`src/verilog/ctrlPkg.sv`:
```
`default_nettype none

package ctrlPkg;

    // Instruction fields
    typedef logic [5:0] opcode_t;
    typedef logic [5:0] funct_t;

    // Step counter wide enough for fetch wait values up to 4
    localparam int stepWidth = 3;
    typedef logic [stepWidth-1:0] step_t;

    localparam opcode_t opRType = 6'h00;
    localparam opcode_t opAddi = 6'h08;
    localparam opcode_t opReset = 6'h3f;

    localparam funct_t fnAdd = 6'h20;
    localparam funct_t fnSub = 6'h22;
    localparam funct_t fnAnd = 6'h24;

    // ALU operand A select
    typedef logic [1:0] aluSrcA_t;
    localparam aluSrcA_t srcAPc = 2'b00;
    localparam aluSrcA_t srcAReg = 2'b01;

    // ALU operand B select
    typedef logic [1:0] aluSrcB_t;
    localparam aluSrcB_t srcBReg = 2'b00;
    localparam aluSrcB_t srcBFour = 2'b01;
    localparam aluSrcB_t srcBImm = 2'b10;

    typedef logic [2:0] aluOp_t;
    localparam aluOp_t aluNone = 3'd0;
    localparam aluOp_t aluAdd = 3'd1;
    localparam aluOp_t aluSub = 3'd2;
    localparam aluOp_t aluAnd = 3'd3;

    // Register file write destination
    typedef logic [1:0] regDst_t;
    localparam regDst_t dstRt = 2'd0;
    localparam regDst_t dstRd = 2'd1;

    // Halt is only left through the external reset
    typedef enum logic [1:0] {
        phaseReset,
        phaseFetch,
        phaseExec,
        phaseHalt
    } phase_t;

    typedef enum logic [2:0] {
        kindNone,
        kindAdd,
        kindSub,
        kindAnd,
        kindAddi,
        kindReset
    } instrKind_t;

endpackage

`default_nettype wire
```
`src/verilog/controlUnit.sv`:
```
`timescale 1ns/1ns
`default_nettype none

module controlUnit #(
    parameter int fetchWaitCycles = 3 // Instruction memory wait cycles
) (
    input wire clk,
    input wire reset,

    input wire ctrlPkg::opcode_t opcode,
    input wire ctrlPkg::funct_t funct,

    output logic pcWrite,
    output logic irWrite,
    output logic abWrite,
    output logic aluOutWrite,
    output logic regWrite,
    output ctrlPkg::regDst_t regDst,
    output ctrlPkg::aluSrcA_t aluSrcA,
    output ctrlPkg::aluSrcB_t aluSrcB,
    output ctrlPkg::aluOp_t aluOp,
    output logic resetReq
);

    ctrlPkg::phase_t nextPhase;
    ctrlPkg::step_t nextStep;
    ctrlPkg::instrKind_t kind;

    phaseSequencer #(
        .fetchWaitCycles(fetchWaitCycles)
    ) sequencer (
        .clk(clk),
        .reset(reset),
        .kind(kind),
        .nextPhase(nextPhase),
        .nextStep(nextStep)
    );

    // Sequencer picks the decoded kind at the decode step
    instrDecoder decoder (
        .opcode(opcode),
        .funct(funct),
        .kind(kind)
    );

    controlEncoder #(
        .fetchWaitCycles(fetchWaitCycles)
    ) encoder (
        .clk(clk),
        .nextPhase(nextPhase),
        .nextStep(nextStep),
        .nextKind(kind),
        .pcWrite(pcWrite),
        .irWrite(irWrite),
        .abWrite(abWrite),
        .aluOutWrite(aluOutWrite),
        .regWrite(regWrite),
        .regDst(regDst),
        .aluSrcA(aluSrcA),
        .aluSrcB(aluSrcB),
        .aluOp(aluOp),
        .resetReq(resetReq)
    );

endmodule

`default_nettype wire

```
`src/verilog/controlEncoder.sv`:
```
`timescale 1ns/1ns
`default_nettype none

module controlEncoder #(
    parameter int fetchWaitCycles = 3
) (
    input wire clk,

    input wire ctrlPkg::phase_t nextPhase,
    input wire ctrlPkg::step_t nextStep,
    input wire ctrlPkg::instrKind_t nextKind,

    output logic pcWrite,
    output logic irWrite,
    output logic abWrite,
    output logic aluOutWrite,
    output logic regWrite,
    output ctrlPkg::regDst_t regDst,
    output ctrlPkg::aluSrcA_t aluSrcA,
    output ctrlPkg::aluSrcB_t aluSrcB,
    output ctrlPkg::aluOp_t aluOp,
    output logic resetReq
);

    localparam ctrlPkg::step_t irStep = ctrlPkg::step_t'(fetchWaitCycles);
    localparam ctrlPkg::step_t abStep = ctrlPkg::step_t'(fetchWaitCycles + 1);

    ctrlPkg::instrKind_t heldKind;
    ctrlPkg::instrKind_t kindNow;
    logic execEntry;

    // R-type instructions share one sequence and differ only in the ALU op
    function automatic ctrlPkg::aluOp_t rTypeOp(input ctrlPkg::instrKind_t k);
        case (k)
            ctrlPkg::kindSub: rTypeOp = ctrlPkg::aluSub;
            ctrlPkg::kindAnd: rTypeOp = ctrlPkg::aluAnd;
            default: rTypeOp = ctrlPkg::aluAdd;
        endcase
    endfunction

    assign execEntry = (nextPhase == ctrlPkg::phaseExec) && (nextStep == '0);
    assign kindNow = execEntry ? nextKind : heldKind; // Opcode may change after decode

    always_ff @(posedge clk) begin
        if (execEntry) begin
            heldKind <= nextKind;
        end
    end

    always_ff @(posedge clk) begin
        pcWrite <= 1'b0;
        irWrite <= 1'b0;
        abWrite <= 1'b0;
        aluOutWrite <= 1'b0;
        regWrite <= 1'b0;
        regDst <= ctrlPkg::dstRt;
        aluSrcA <= ctrlPkg::srcAPc;
        aluSrcB <= ctrlPkg::srcBReg;
        aluOp <= ctrlPkg::aluNone;
        resetReq <= 1'b0;

        case (nextPhase)
            ctrlPkg::phaseReset,
            ctrlPkg::phaseHalt: begin
                resetReq <= 1'b1;
            end

            ctrlPkg::phaseFetch: begin
                if (nextStep <= irStep) begin
                    // PC + 4 on the ALU while memory settles
                    aluSrcA <= ctrlPkg::srcAPc;
                    aluSrcB <= ctrlPkg::srcBFour;
                    aluOp <= ctrlPkg::aluAdd;
                    if (nextStep == irStep) begin
                        pcWrite <= 1'b1;
                        irWrite <= 1'b1;
                        aluOutWrite <= 1'b1;
                    end
                end else if (nextStep == abStep) begin
                    abWrite <= 1'b1;
                end
                // Decode step leaves everything idle
            end

            ctrlPkg::phaseExec: begin
                case (kindNow)
                    ctrlPkg::kindAdd,
                    ctrlPkg::kindSub,
                    ctrlPkg::kindAnd: begin
                        aluSrcA <= ctrlPkg::srcAReg;
                        aluSrcB <= ctrlPkg::srcBReg;
                        aluOp <= rTypeOp(kindNow);
                        if (nextStep == 3'd0) begin
                            aluOutWrite <= 1'b1;
                        end else begin
                            regDst <= ctrlPkg::dstRd;
                            regWrite <= (nextStep == 3'd1); // Writeback
                        end
                    end

                    ctrlPkg::kindAddi: begin
                        if (nextStep != 3'd2) begin
                            aluSrcA <= ctrlPkg::srcAReg;
                            aluSrcB <= ctrlPkg::srcBImm;
                            aluOp <= ctrlPkg::aluAdd;
                            aluOutWrite <= 1'b1;
                            regWrite <= (nextStep == 3'd1);
                        end
                    end

                    default: begin
                        aluOp <= ctrlPkg::aluNone;
                    end
                endcase
            end

            default: begin
                resetReq <= 1'b0;
            end
        endcase
    end

endmodule

`default_nettype wire

```
`src/verilog/phaseSequencer.sv`:
```
`timescale 1ns/1ns
`default_nettype none

module phaseSequencer #(
    parameter int fetchWaitCycles = 3
) (
    input wire clk,
    input wire reset,

    input wire ctrlPkg::instrKind_t kind,

    output ctrlPkg::phase_t nextPhase,
    output ctrlPkg::step_t nextStep
);

    // Fetch ends with the A/B latch step and then the decode step
    localparam ctrlPkg::step_t decodeStep = ctrlPkg::step_t'(fetchWaitCycles + 2);
    localparam ctrlPkg::step_t execLastStep = ctrlPkg::step_t'(2);

    ctrlPkg::phase_t phase;
    ctrlPkg::step_t step;
    logic resetHeld; // Reset was high at the previous edge

    always_comb begin
        nextPhase = phase;
        nextStep = step + 1'b1;

        if (reset) begin
            nextStep = '0;
            // First reset cycle requests reset and later ones park at fetch step 0
            if (resetHeld) begin
                nextPhase = ctrlPkg::phaseFetch;
            end else begin
                nextPhase = ctrlPkg::phaseReset;
            end
        end else begin
            case (phase)
                ctrlPkg::phaseReset: begin
                    nextPhase = ctrlPkg::phaseFetch;
                    nextStep = '0;
                end

                ctrlPkg::phaseFetch: begin
                    if (step == decodeStep) begin
                        nextStep = '0;
                        case (kind)
                            ctrlPkg::kindAdd,
                            ctrlPkg::kindSub,
                            ctrlPkg::kindAnd,
                            ctrlPkg::kindAddi: nextPhase = ctrlPkg::phaseExec;
                            ctrlPkg::kindReset: nextPhase = ctrlPkg::phaseHalt;
                            default: nextPhase = ctrlPkg::phaseFetch; // Unsupported so refetch
                        endcase
                    end
                end

                ctrlPkg::phaseExec: begin
                    if (step == execLastStep) begin
                        nextPhase = ctrlPkg::phaseFetch;
                        nextStep = '0;
                    end
                end

                ctrlPkg::phaseHalt: begin
                    nextStep = '0; // Wait here for external reset
                end

                default: begin
                    nextPhase = ctrlPkg::phaseFetch;
                    nextStep = '0;
                end
            endcase
        end
    end

    // Encoder registers the same next values
    always_ff @(posedge clk) begin
        resetHeld <= reset;
        phase <= nextPhase;
        step <= nextStep;
    end

endmodule

`default_nettype wire

```
`src/verilog/instrDecoder.sv`:
```
`timescale 1ns/1ns
`default_nettype none

module instrDecoder (
    input wire ctrlPkg::opcode_t opcode,
    input wire ctrlPkg::funct_t funct,

    output ctrlPkg::instrKind_t kind
);

    always_comb begin
        kind = ctrlPkg::kindNone;

        case (opcode)
            ctrlPkg::opRType: begin
                case (funct)
                    ctrlPkg::fnAdd: kind = ctrlPkg::kindAdd;
                    ctrlPkg::fnSub: kind = ctrlPkg::kindSub;
                    ctrlPkg::fnAnd: kind = ctrlPkg::kindAnd;
                    default: kind = ctrlPkg::kindNone; // Other R-type functs
                endcase
            end

            ctrlPkg::opAddi: begin
                kind = ctrlPkg::kindAddi;
            end

            ctrlPkg::opReset: begin
                kind = ctrlPkg::kindReset;
            end

            default: begin
                kind = ctrlPkg::kindNone;
            end
        endcase
    end

endmodule

`default_nettype wire

```
`config.mk`:
```
export PLATFORM = sky130hd
export DESIGN_NAME = controlUnit
export DESIGN_NICKNAME = d
export VERILOG_FILES = /design/src/verilog/ctrlPkg.sv /design/src/verilog/controlUnit.sv /design/src/verilog/controlEncoder.sv /design/src/verilog/phaseSequencer.sv /design/src/verilog/instrDecoder.sv
export SDC_FILE = /design/constraint.sdc
export NUM_CORES = 1
export LEC_CHECK = 0
export BUFFER_PORTS_ARGS = -buffer_cell sky130_fd_sc_hd__buf_2
export CORE_MARGIN = 1.5
export CORE_UTILIZATION = 45
export DETAILED_ROUTE_END_ITERATION = 7
export PLACE_DENSITY_LB_ADDON = 0.15
export SYNTH_ARGS = -nofsm -noshare
export SYNTH_HDL_FRONTEND = slang
export SYNTH_SLANG_ARGS = --single-unit
```
`constraint.sdc`:
```
create_clock -name clk -period 5.9 [get_ports clk]
set_input_delay 0.59 -clock clk [delete_from_list [all_inputs] [get_ports clk]]
set_output_delay 0.59 -clock clk [all_outputs]
set_load 0.02 [all_outputs]
```
==> impl_metrics.yaml, run 1 <==
global_route:
  antenna_found_initial: 0
  grt_use_total: 0.166
  grt_pass1_wl_um: 3240
  grt_pass1_vias: 794
  overflow: 0
  grt_max_degree: 13
timing:
  hold_viol: 0
  period_share: 0.583
  fin_crit_ns: 3.44
  report.final.slew_viol_count: 0
  worst_pin_slew_ns: 0.649
  finalSetupTns_ns: 0
  finalSetupViolations: 0
  fmax_mhz: 290
  fin_skew_ns: 0.0110
  slew_headroom: 0.562
  rsz0062_at_grt: "no"
die:
  dieArea_um2: 2530
  rows: 16
  io_pins: 29
  die_w_um: 50.3
  start_util: 0.493
  dieHeight_um: 50.3
  core_um2: 2040
routing:
  wirelength_um: 1930
  vias_per_cell: 5.35
  drt_iter0_markers: 25
  vias: 851
  wl_per_cell_um: 12.1
  route.detailed.drc: 0
  drt_first_pass_iters: 4
  ant_nets: 0
final_layout:
  final_net_count: 149
  diodes: 0
  fillers: 195
  final_core_util: 0.570
  area_delta_synth_final_pct: 15.5
  stdcell_count: 159
  drive_gt1_frac: 0.288
worst_setup_path:
  cp-start-kind: "input port"
  path_max_fanout: 9
  cp_cell_sequence: "buf_2 -> or4_4 -> or4_4 -> a2bb2oi_2 -> a21oi_1 -> o21ai_0 -> a21oi_1 -> ha_1 -> o41ai_4 -> o21ai_1 -> nand3_1 -> o22ai_1"
  ff2ff_path_depth: 10
  critPathKind: "in -> reg"
  crit_path_end: "encoder.aluOutWrite"
  cp-startpoint: "opcode[0]"
  rrSetupSlack_ns: 3.17
  r2r-end: "encoder.aluOutWrite"
  r2r-start: "sequencer.step[2]"
  cpMaxStageDelayCell: "or4_4"
  end_kind: "flop"
  required_ns: 6.13
  crit_arrival_ns: 3.67
  critPathMaxStageDelay_ns: 0.53
power:
  power_switching_uw: 64.7
  switching_share: 0.253
  power_uw: 256
  power_density_nw_per_um2: 220
  p_seq_frac: 0.566
  clockPowerShare: 0.311
  pwr-share-comb: 0.123
  ir_drop_mv: 0.126
  power_leakage_uw: 0.000474
  power.internal_uw: 191
clocking:
  h-tree-depth: 1
  hold_buffers: 0
  clkSlewWorstSetupHoldPaths_ns: 0.10
  cts_buffer_depth: 2
  insertion_delay_ns: 0.31
  root_buffer: "clkbuf_4"
  post_cts_buffers: 0
  ctsResizeCount: 0
  cts_sinks: 20
  cts_made_buffers: 3
  cts_tree: "built"
placed_design:
  gp_congestion: 0.838
  dp.cells: 155
  hpwl_um: 1500
  port_buffers: 25
logic_synthesis:
  avgSynthCellArea_um2: 9.24
  synth_area_leaders: "dfxtp_1, nor3_1, nor2b_1"
  seq_area_frac_synth: 0.398
  netlist_area_um2: 1010
  synth_warnings: 0
  synth_top_area_share: 0.398
  synth_cell_types: 40
  ys_seq_elements: 20
  synth-main-ff-cell: "dfxtp_1"
  yosysTopAreaCell: "dfxtp_1"
  synthArstFlopShare: 0
  synth_edf_count: 0
  netlist_instances: 109
worst_hold_path:
  hp-class: "reg -> reg"
status:
  status: "finished clean"
flow_run:
  max_cap_viol_count: 0
## flip-flops by register name, summed over array words and instances, names as in the netlist
register and cells:
sequencer.phase 2, encoder.abWrite 1, sequencer.step 3, encoder.regWrite 1, encoder.aluSrcA 1, encoder.irWrite 1
encoder.resetReq 1, encoder.heldKind 3, encoder.aluSrcB 2, sequencer.resetHeld 1, encoder.aluOutWrite 1, encoder.aluOp 2
encoder.regDst 1
## kinds of logic (layout without fill, tap and decap cells)
family | after synthesis | count (layout) | share of synthesized area
buf+inv | 10 | 31 | 0.0534
simple gates | 47 | 47 | 0.276
flops | 20 | 20 | 0.398
mux | 4 | 4 | 0.0472
fa+ha+maj | 2 | 2 | 0.0248
compound gates | 22 | 22 | 0.171
other cells | 1 | 3 | 0.00372
xor+xnor | 3 | 3 | 0.0261
## metrics by stage
stage	instance area, um2	hold WS [ns]	setup WS, ns
floorplan	1010	0.421	2.55
global placement	1130	0.472	2.27
detailed placement	1130	0.462	2.16
CTS	1160	0.482	2.47
global route	1160	0.502	2.16
finish	1160	0.481	2.46
## layout make-up
cell class,count,area (um2),share of cell area
clock buffer,4,36.3,0.0312
inverter,2,7.51,0.00645
multi-input combinational,81,561,0.482
sequential,20,400,0.344
tap,27,33.8,0.0290
timing repair buffer,25,125,0.108
## worst max-delay path: cells and delay by family
family	cells	cell delay [ns]
compound gates	7	1.42
simple gates	3	1.27
fa+ha+maj	1	0.30
buf+inv	1	0.10
## cells in the final DEF (no fill, tap or decap), types with 3 or more instances in the layout
cell	n
a21oi_1	5
dfxtp_1	20
nor3_1	7
buf_2	25
nor2_1	8
nand2_1	8
nor3b_1	3
clkbuf_4	3
nor2b_1	5
conb_1	3
xnor2_1	3
o21ai_0	4
## worst min path at each step
stage,from,end,slack [ns],depth (start not counted)
global placement,encoder.heldKind[2],encoder.regDst[0],0.47,1
floorplan,encoder.heldKind[2],encoder.regDst[0],0.42,1
finish,encoder.heldKind[1],encoder.heldKind[1],0.48,2
detailed placement,encoder.heldKind[1],encoder.heldKind[1],0.46,2
global route,encoder.heldKind[2],encoder.regDst[0],0.50,1
CTS,encoder.heldKind[1],encoder.heldKind[1],0.48,2
## synth_stat cells (all sizes together), types with 2 or more instances
| cell | number |
|---|---|
| mux2 | 3 |
| nand3b | 2 |
| dfxtp | 20 |
| and4 | 2 |
| inv | 2 |
| o21ai | 5 |
| clkbuf | 3 |
| nor2b | 5 |
| nor2 | 8 |
| buf | 5 |
| or4 | 2 |
| a21oi | 5 |
| nand2b | 2 |
| a21o | 2 |
| nor3b | 3 |
| nor3 | 7 |
| o31ai | 2 |
| nand2 | 8 |
| xnor2 | 3 |
| ha | 2 |
| nand3 | 2 |
## routing by layer
metal  part of all wire  GRT usage  wire length, um  up-vias
met5                  0          0                0        -
met4              0.019     0.0901               36        0
met3              0.064     0.0327              124        5
met2               0.47      0.272              900       37
met1               0.45      0.203              864      377
li1                   -          -                -      432
## power groups by stage
stage | Sequential (uW) | Clock, uW | Combinational, uW
floorplan | 148 | 0 | 21.3
global placement | 147 | 0 | 31.0
detailed placement | 148 | 0 | 31.3
CTS | 145 | 80.6 | 31.4
global route | 145 | 84.6 | 34.4
finish | 145 | 79.5 | 31.3
No activity file was read; power rests on OpenSTA's default activity.
==> run 2: changes to the inputs <==
==> constraint.sdc (replaced) <==
create_clock -name clk -period 3.2 [get_ports clk]
set_input_delay 0.32 -clock clk [delete_from_list [all_inputs] [get_ports clk]]
set_output_delay 0.32 -clock clk [all_outputs]
set_load 0.02 [all_outputs]
==> run 2 against run 1 <==
Clock-buffer cell count did not move. Clock power is 82% higher. Final area rose by 4.5%. Routed wire length up 4.7%. Hold slack worse by 0.20 ns. Largest power group unchanged. Critical path type unchanged.
==> impl_metrics.yaml, run 2 (same netlist as run 1, synthesis figures left out) <==
status:
  status: "finished clean"
final_layout:
  final_area_um2: 1220
  drive_gt1_frac: 0.324
  mostFrequentLayoutCell: "buf_2"
  final_cell_mix: "buf_2, dfxtp_1, nor2_1, nand2_1"
  final_net_count: 156
  fillers: 201
  area_delta_synth_final_pct: 20.7
  diodes: 0
  top_regs: "encoder.heldKind: 3 flops, sequencer.step: 3 flops"
global_route:
  grt_pass1_vias: 767
  antenna_found_initial: 0
  grt_use_total: 0.163
  grt_pass1_wl_um: 3170
  overflow: 0
  grt_max_degree: 13
worst_setup_path:
  rrSetupSlack_ns: 0.64
  crit_arrival_ns: 3.25
  required_ns: 3.43
  crit_path_end: "encoder.aluOp[0]"
  r2r-start: "sequencer.step[2]"
  cp-startpoint: "opcode[0]"
  path_max_fanout: 3
  end_kind: "flop"
  critPathKind: "in -> reg"
  cp-start-kind: "input port"
  ff2ff_path_depth: 10
  r2r-end: "encoder.aluOp[0]"
routing:
  vias: 880
  route.detailed.drc: 0
  vias_per_cell: 5.30
  drt_first_pass_iters: 4
  ant_nets: 0
  wirelength_um: 2020
  wl_per_cell_um: 12.2
  drt_iter0_markers: 20
timing:
  worst_pin_slew_ns: 0.663
  period_share: 0.943
  slew_headroom: 0.551
  fin_crit_ns: 3.02
  finalSetupViolations: 0
  fin_skew_ns: 0.000942
  rsz0062_at_grt: "no"
  fmax_mhz: 331
  report.final.slew_viol_count: 0
  hold_viol: 0
die:
  die_w_um: 50.3
  dieArea_um2: 2530
  rows: 16
  start_util: 0.493
  core_um2: 2040
  dieHeight_um: 50.3
  io_pins: 29
clocking:
  insertion_delay_ns: 0.29
  cts_tree: "built"
  cts_buffer_depth: 2
  h-tree-depth: 1
  cts_made_buffers: 3
  post_cts_buffers: 0
  ctsResizeCount: 0
  cts_sinks: 20
  hold_buffers: 0
  root_buffer: "clkbuf_4"
  clkSlewWorstSetupHoldPaths_ns: 0.11
power:
  ir_drop_mv: 0.207
  power_uw: 475
  power_leakage_uw: 0.000508
  power_density_nw_per_um2: 391
placed_design:
  hpwl_um: 1570
  port_buffers: 25
  gp_congestion: 0.796
  placed_cell_area_um2: 1180
worst_hold_path:
  hp-class: "in -> reg"
flow_run:
  max_cap_viol_count: 0
## run 2: changes by cell type in the layout (fill, tap and decap cells not counted)
cell	previous run	this run
buf_4	0	7
## run 2: metal layers
| layer | wire length [um] | GRT usage |
|---|---|---|
| met3 | 118 | 0.0208 |
| met1 | 931 | 0.219 |
| met2 | 914 | 0.261 |
| met5 | 0 | 0 |
| met4 | 53 | 0.0721 |
## run 2: worst min path at each step
| stage | slack, ns | from | depth (start not counted) | endpoint |
|---|---|---|---|---|
| global placement | 0.46 | encoder.heldKind[2] | 1 | encoder.regDst[0] |
| detailed placement | 0.46 | encoder.heldKind[2] | 1 | encoder.regDst[0] |
| CTS | 0.27 | reset | 1 | sequencer.resetHeld |
| floorplan | 0.35 | reset | 0 | sequencer.resetHeld |
| global route | 0.28 | reset | 1 | sequencer.resetHeld |
| finish | 0.28 | reset | 1 | sequencer.resetHeld |
## run 2: area by class of cell
| cell class | count | area (um2) | share of cell area |
|---|---|---|---|
| Inverter | 2 | 7.51 | 0.00617 |
| Multi-Input combinational cell | 81 | 561 | 0.461 |
| Sequential cell | 20 | 400 | 0.329 |
| Timing Repair Buffer | 32 | 178 | 0.146 |
| Clock buffer | 4 | 36.3 | 0.0298 |
| Tap cell | 27 | 33.8 | 0.0278 |
## run 2: metrics by stage
step / cells / setup TNS (ns) / setup slack [ns] / util / hold slack (ns)
6_report: 166 / 0 / 0.182 / 0.596 / 0.284
5_1_grt: 166 / 0 / 0.0197 / 0.596 / 0.277
2_1_floorplan: 111 / 0 / 0.118 / - / 0.348
3_3_place_gp: 162 / 0 / 0.0118 / 0.578 / 0.464
4_1_cts: 166 / 0 / 0.223 / 0.596 / 0.268
3_5_place_dp: 162 / -0.371 / -0.0914 / 0.578 / 0.465
## run 2: where the power goes
group / total [uW] / switching [uW] / internal, uW
combinational: 62.8 / 34.6 / 28.2
clock: 145 / 76.1 / 69.3
sequential: 267 / 9.08 / 258
total: 475 / 120 / 355
## run 2: critical path, cell delays in order
cell and delay, ns:
buf_2 0.11, or4_4 0.52, or4_4 0.50, a2bb2oi_2 0.16, a21oi_1 0.18, a31oi_1 0.13
mux2_2 0.29, ha_1 0.33, nor3b_1 0.33, buf_4 0.19, a311oi_1 0.05, a21oi_1 0.14
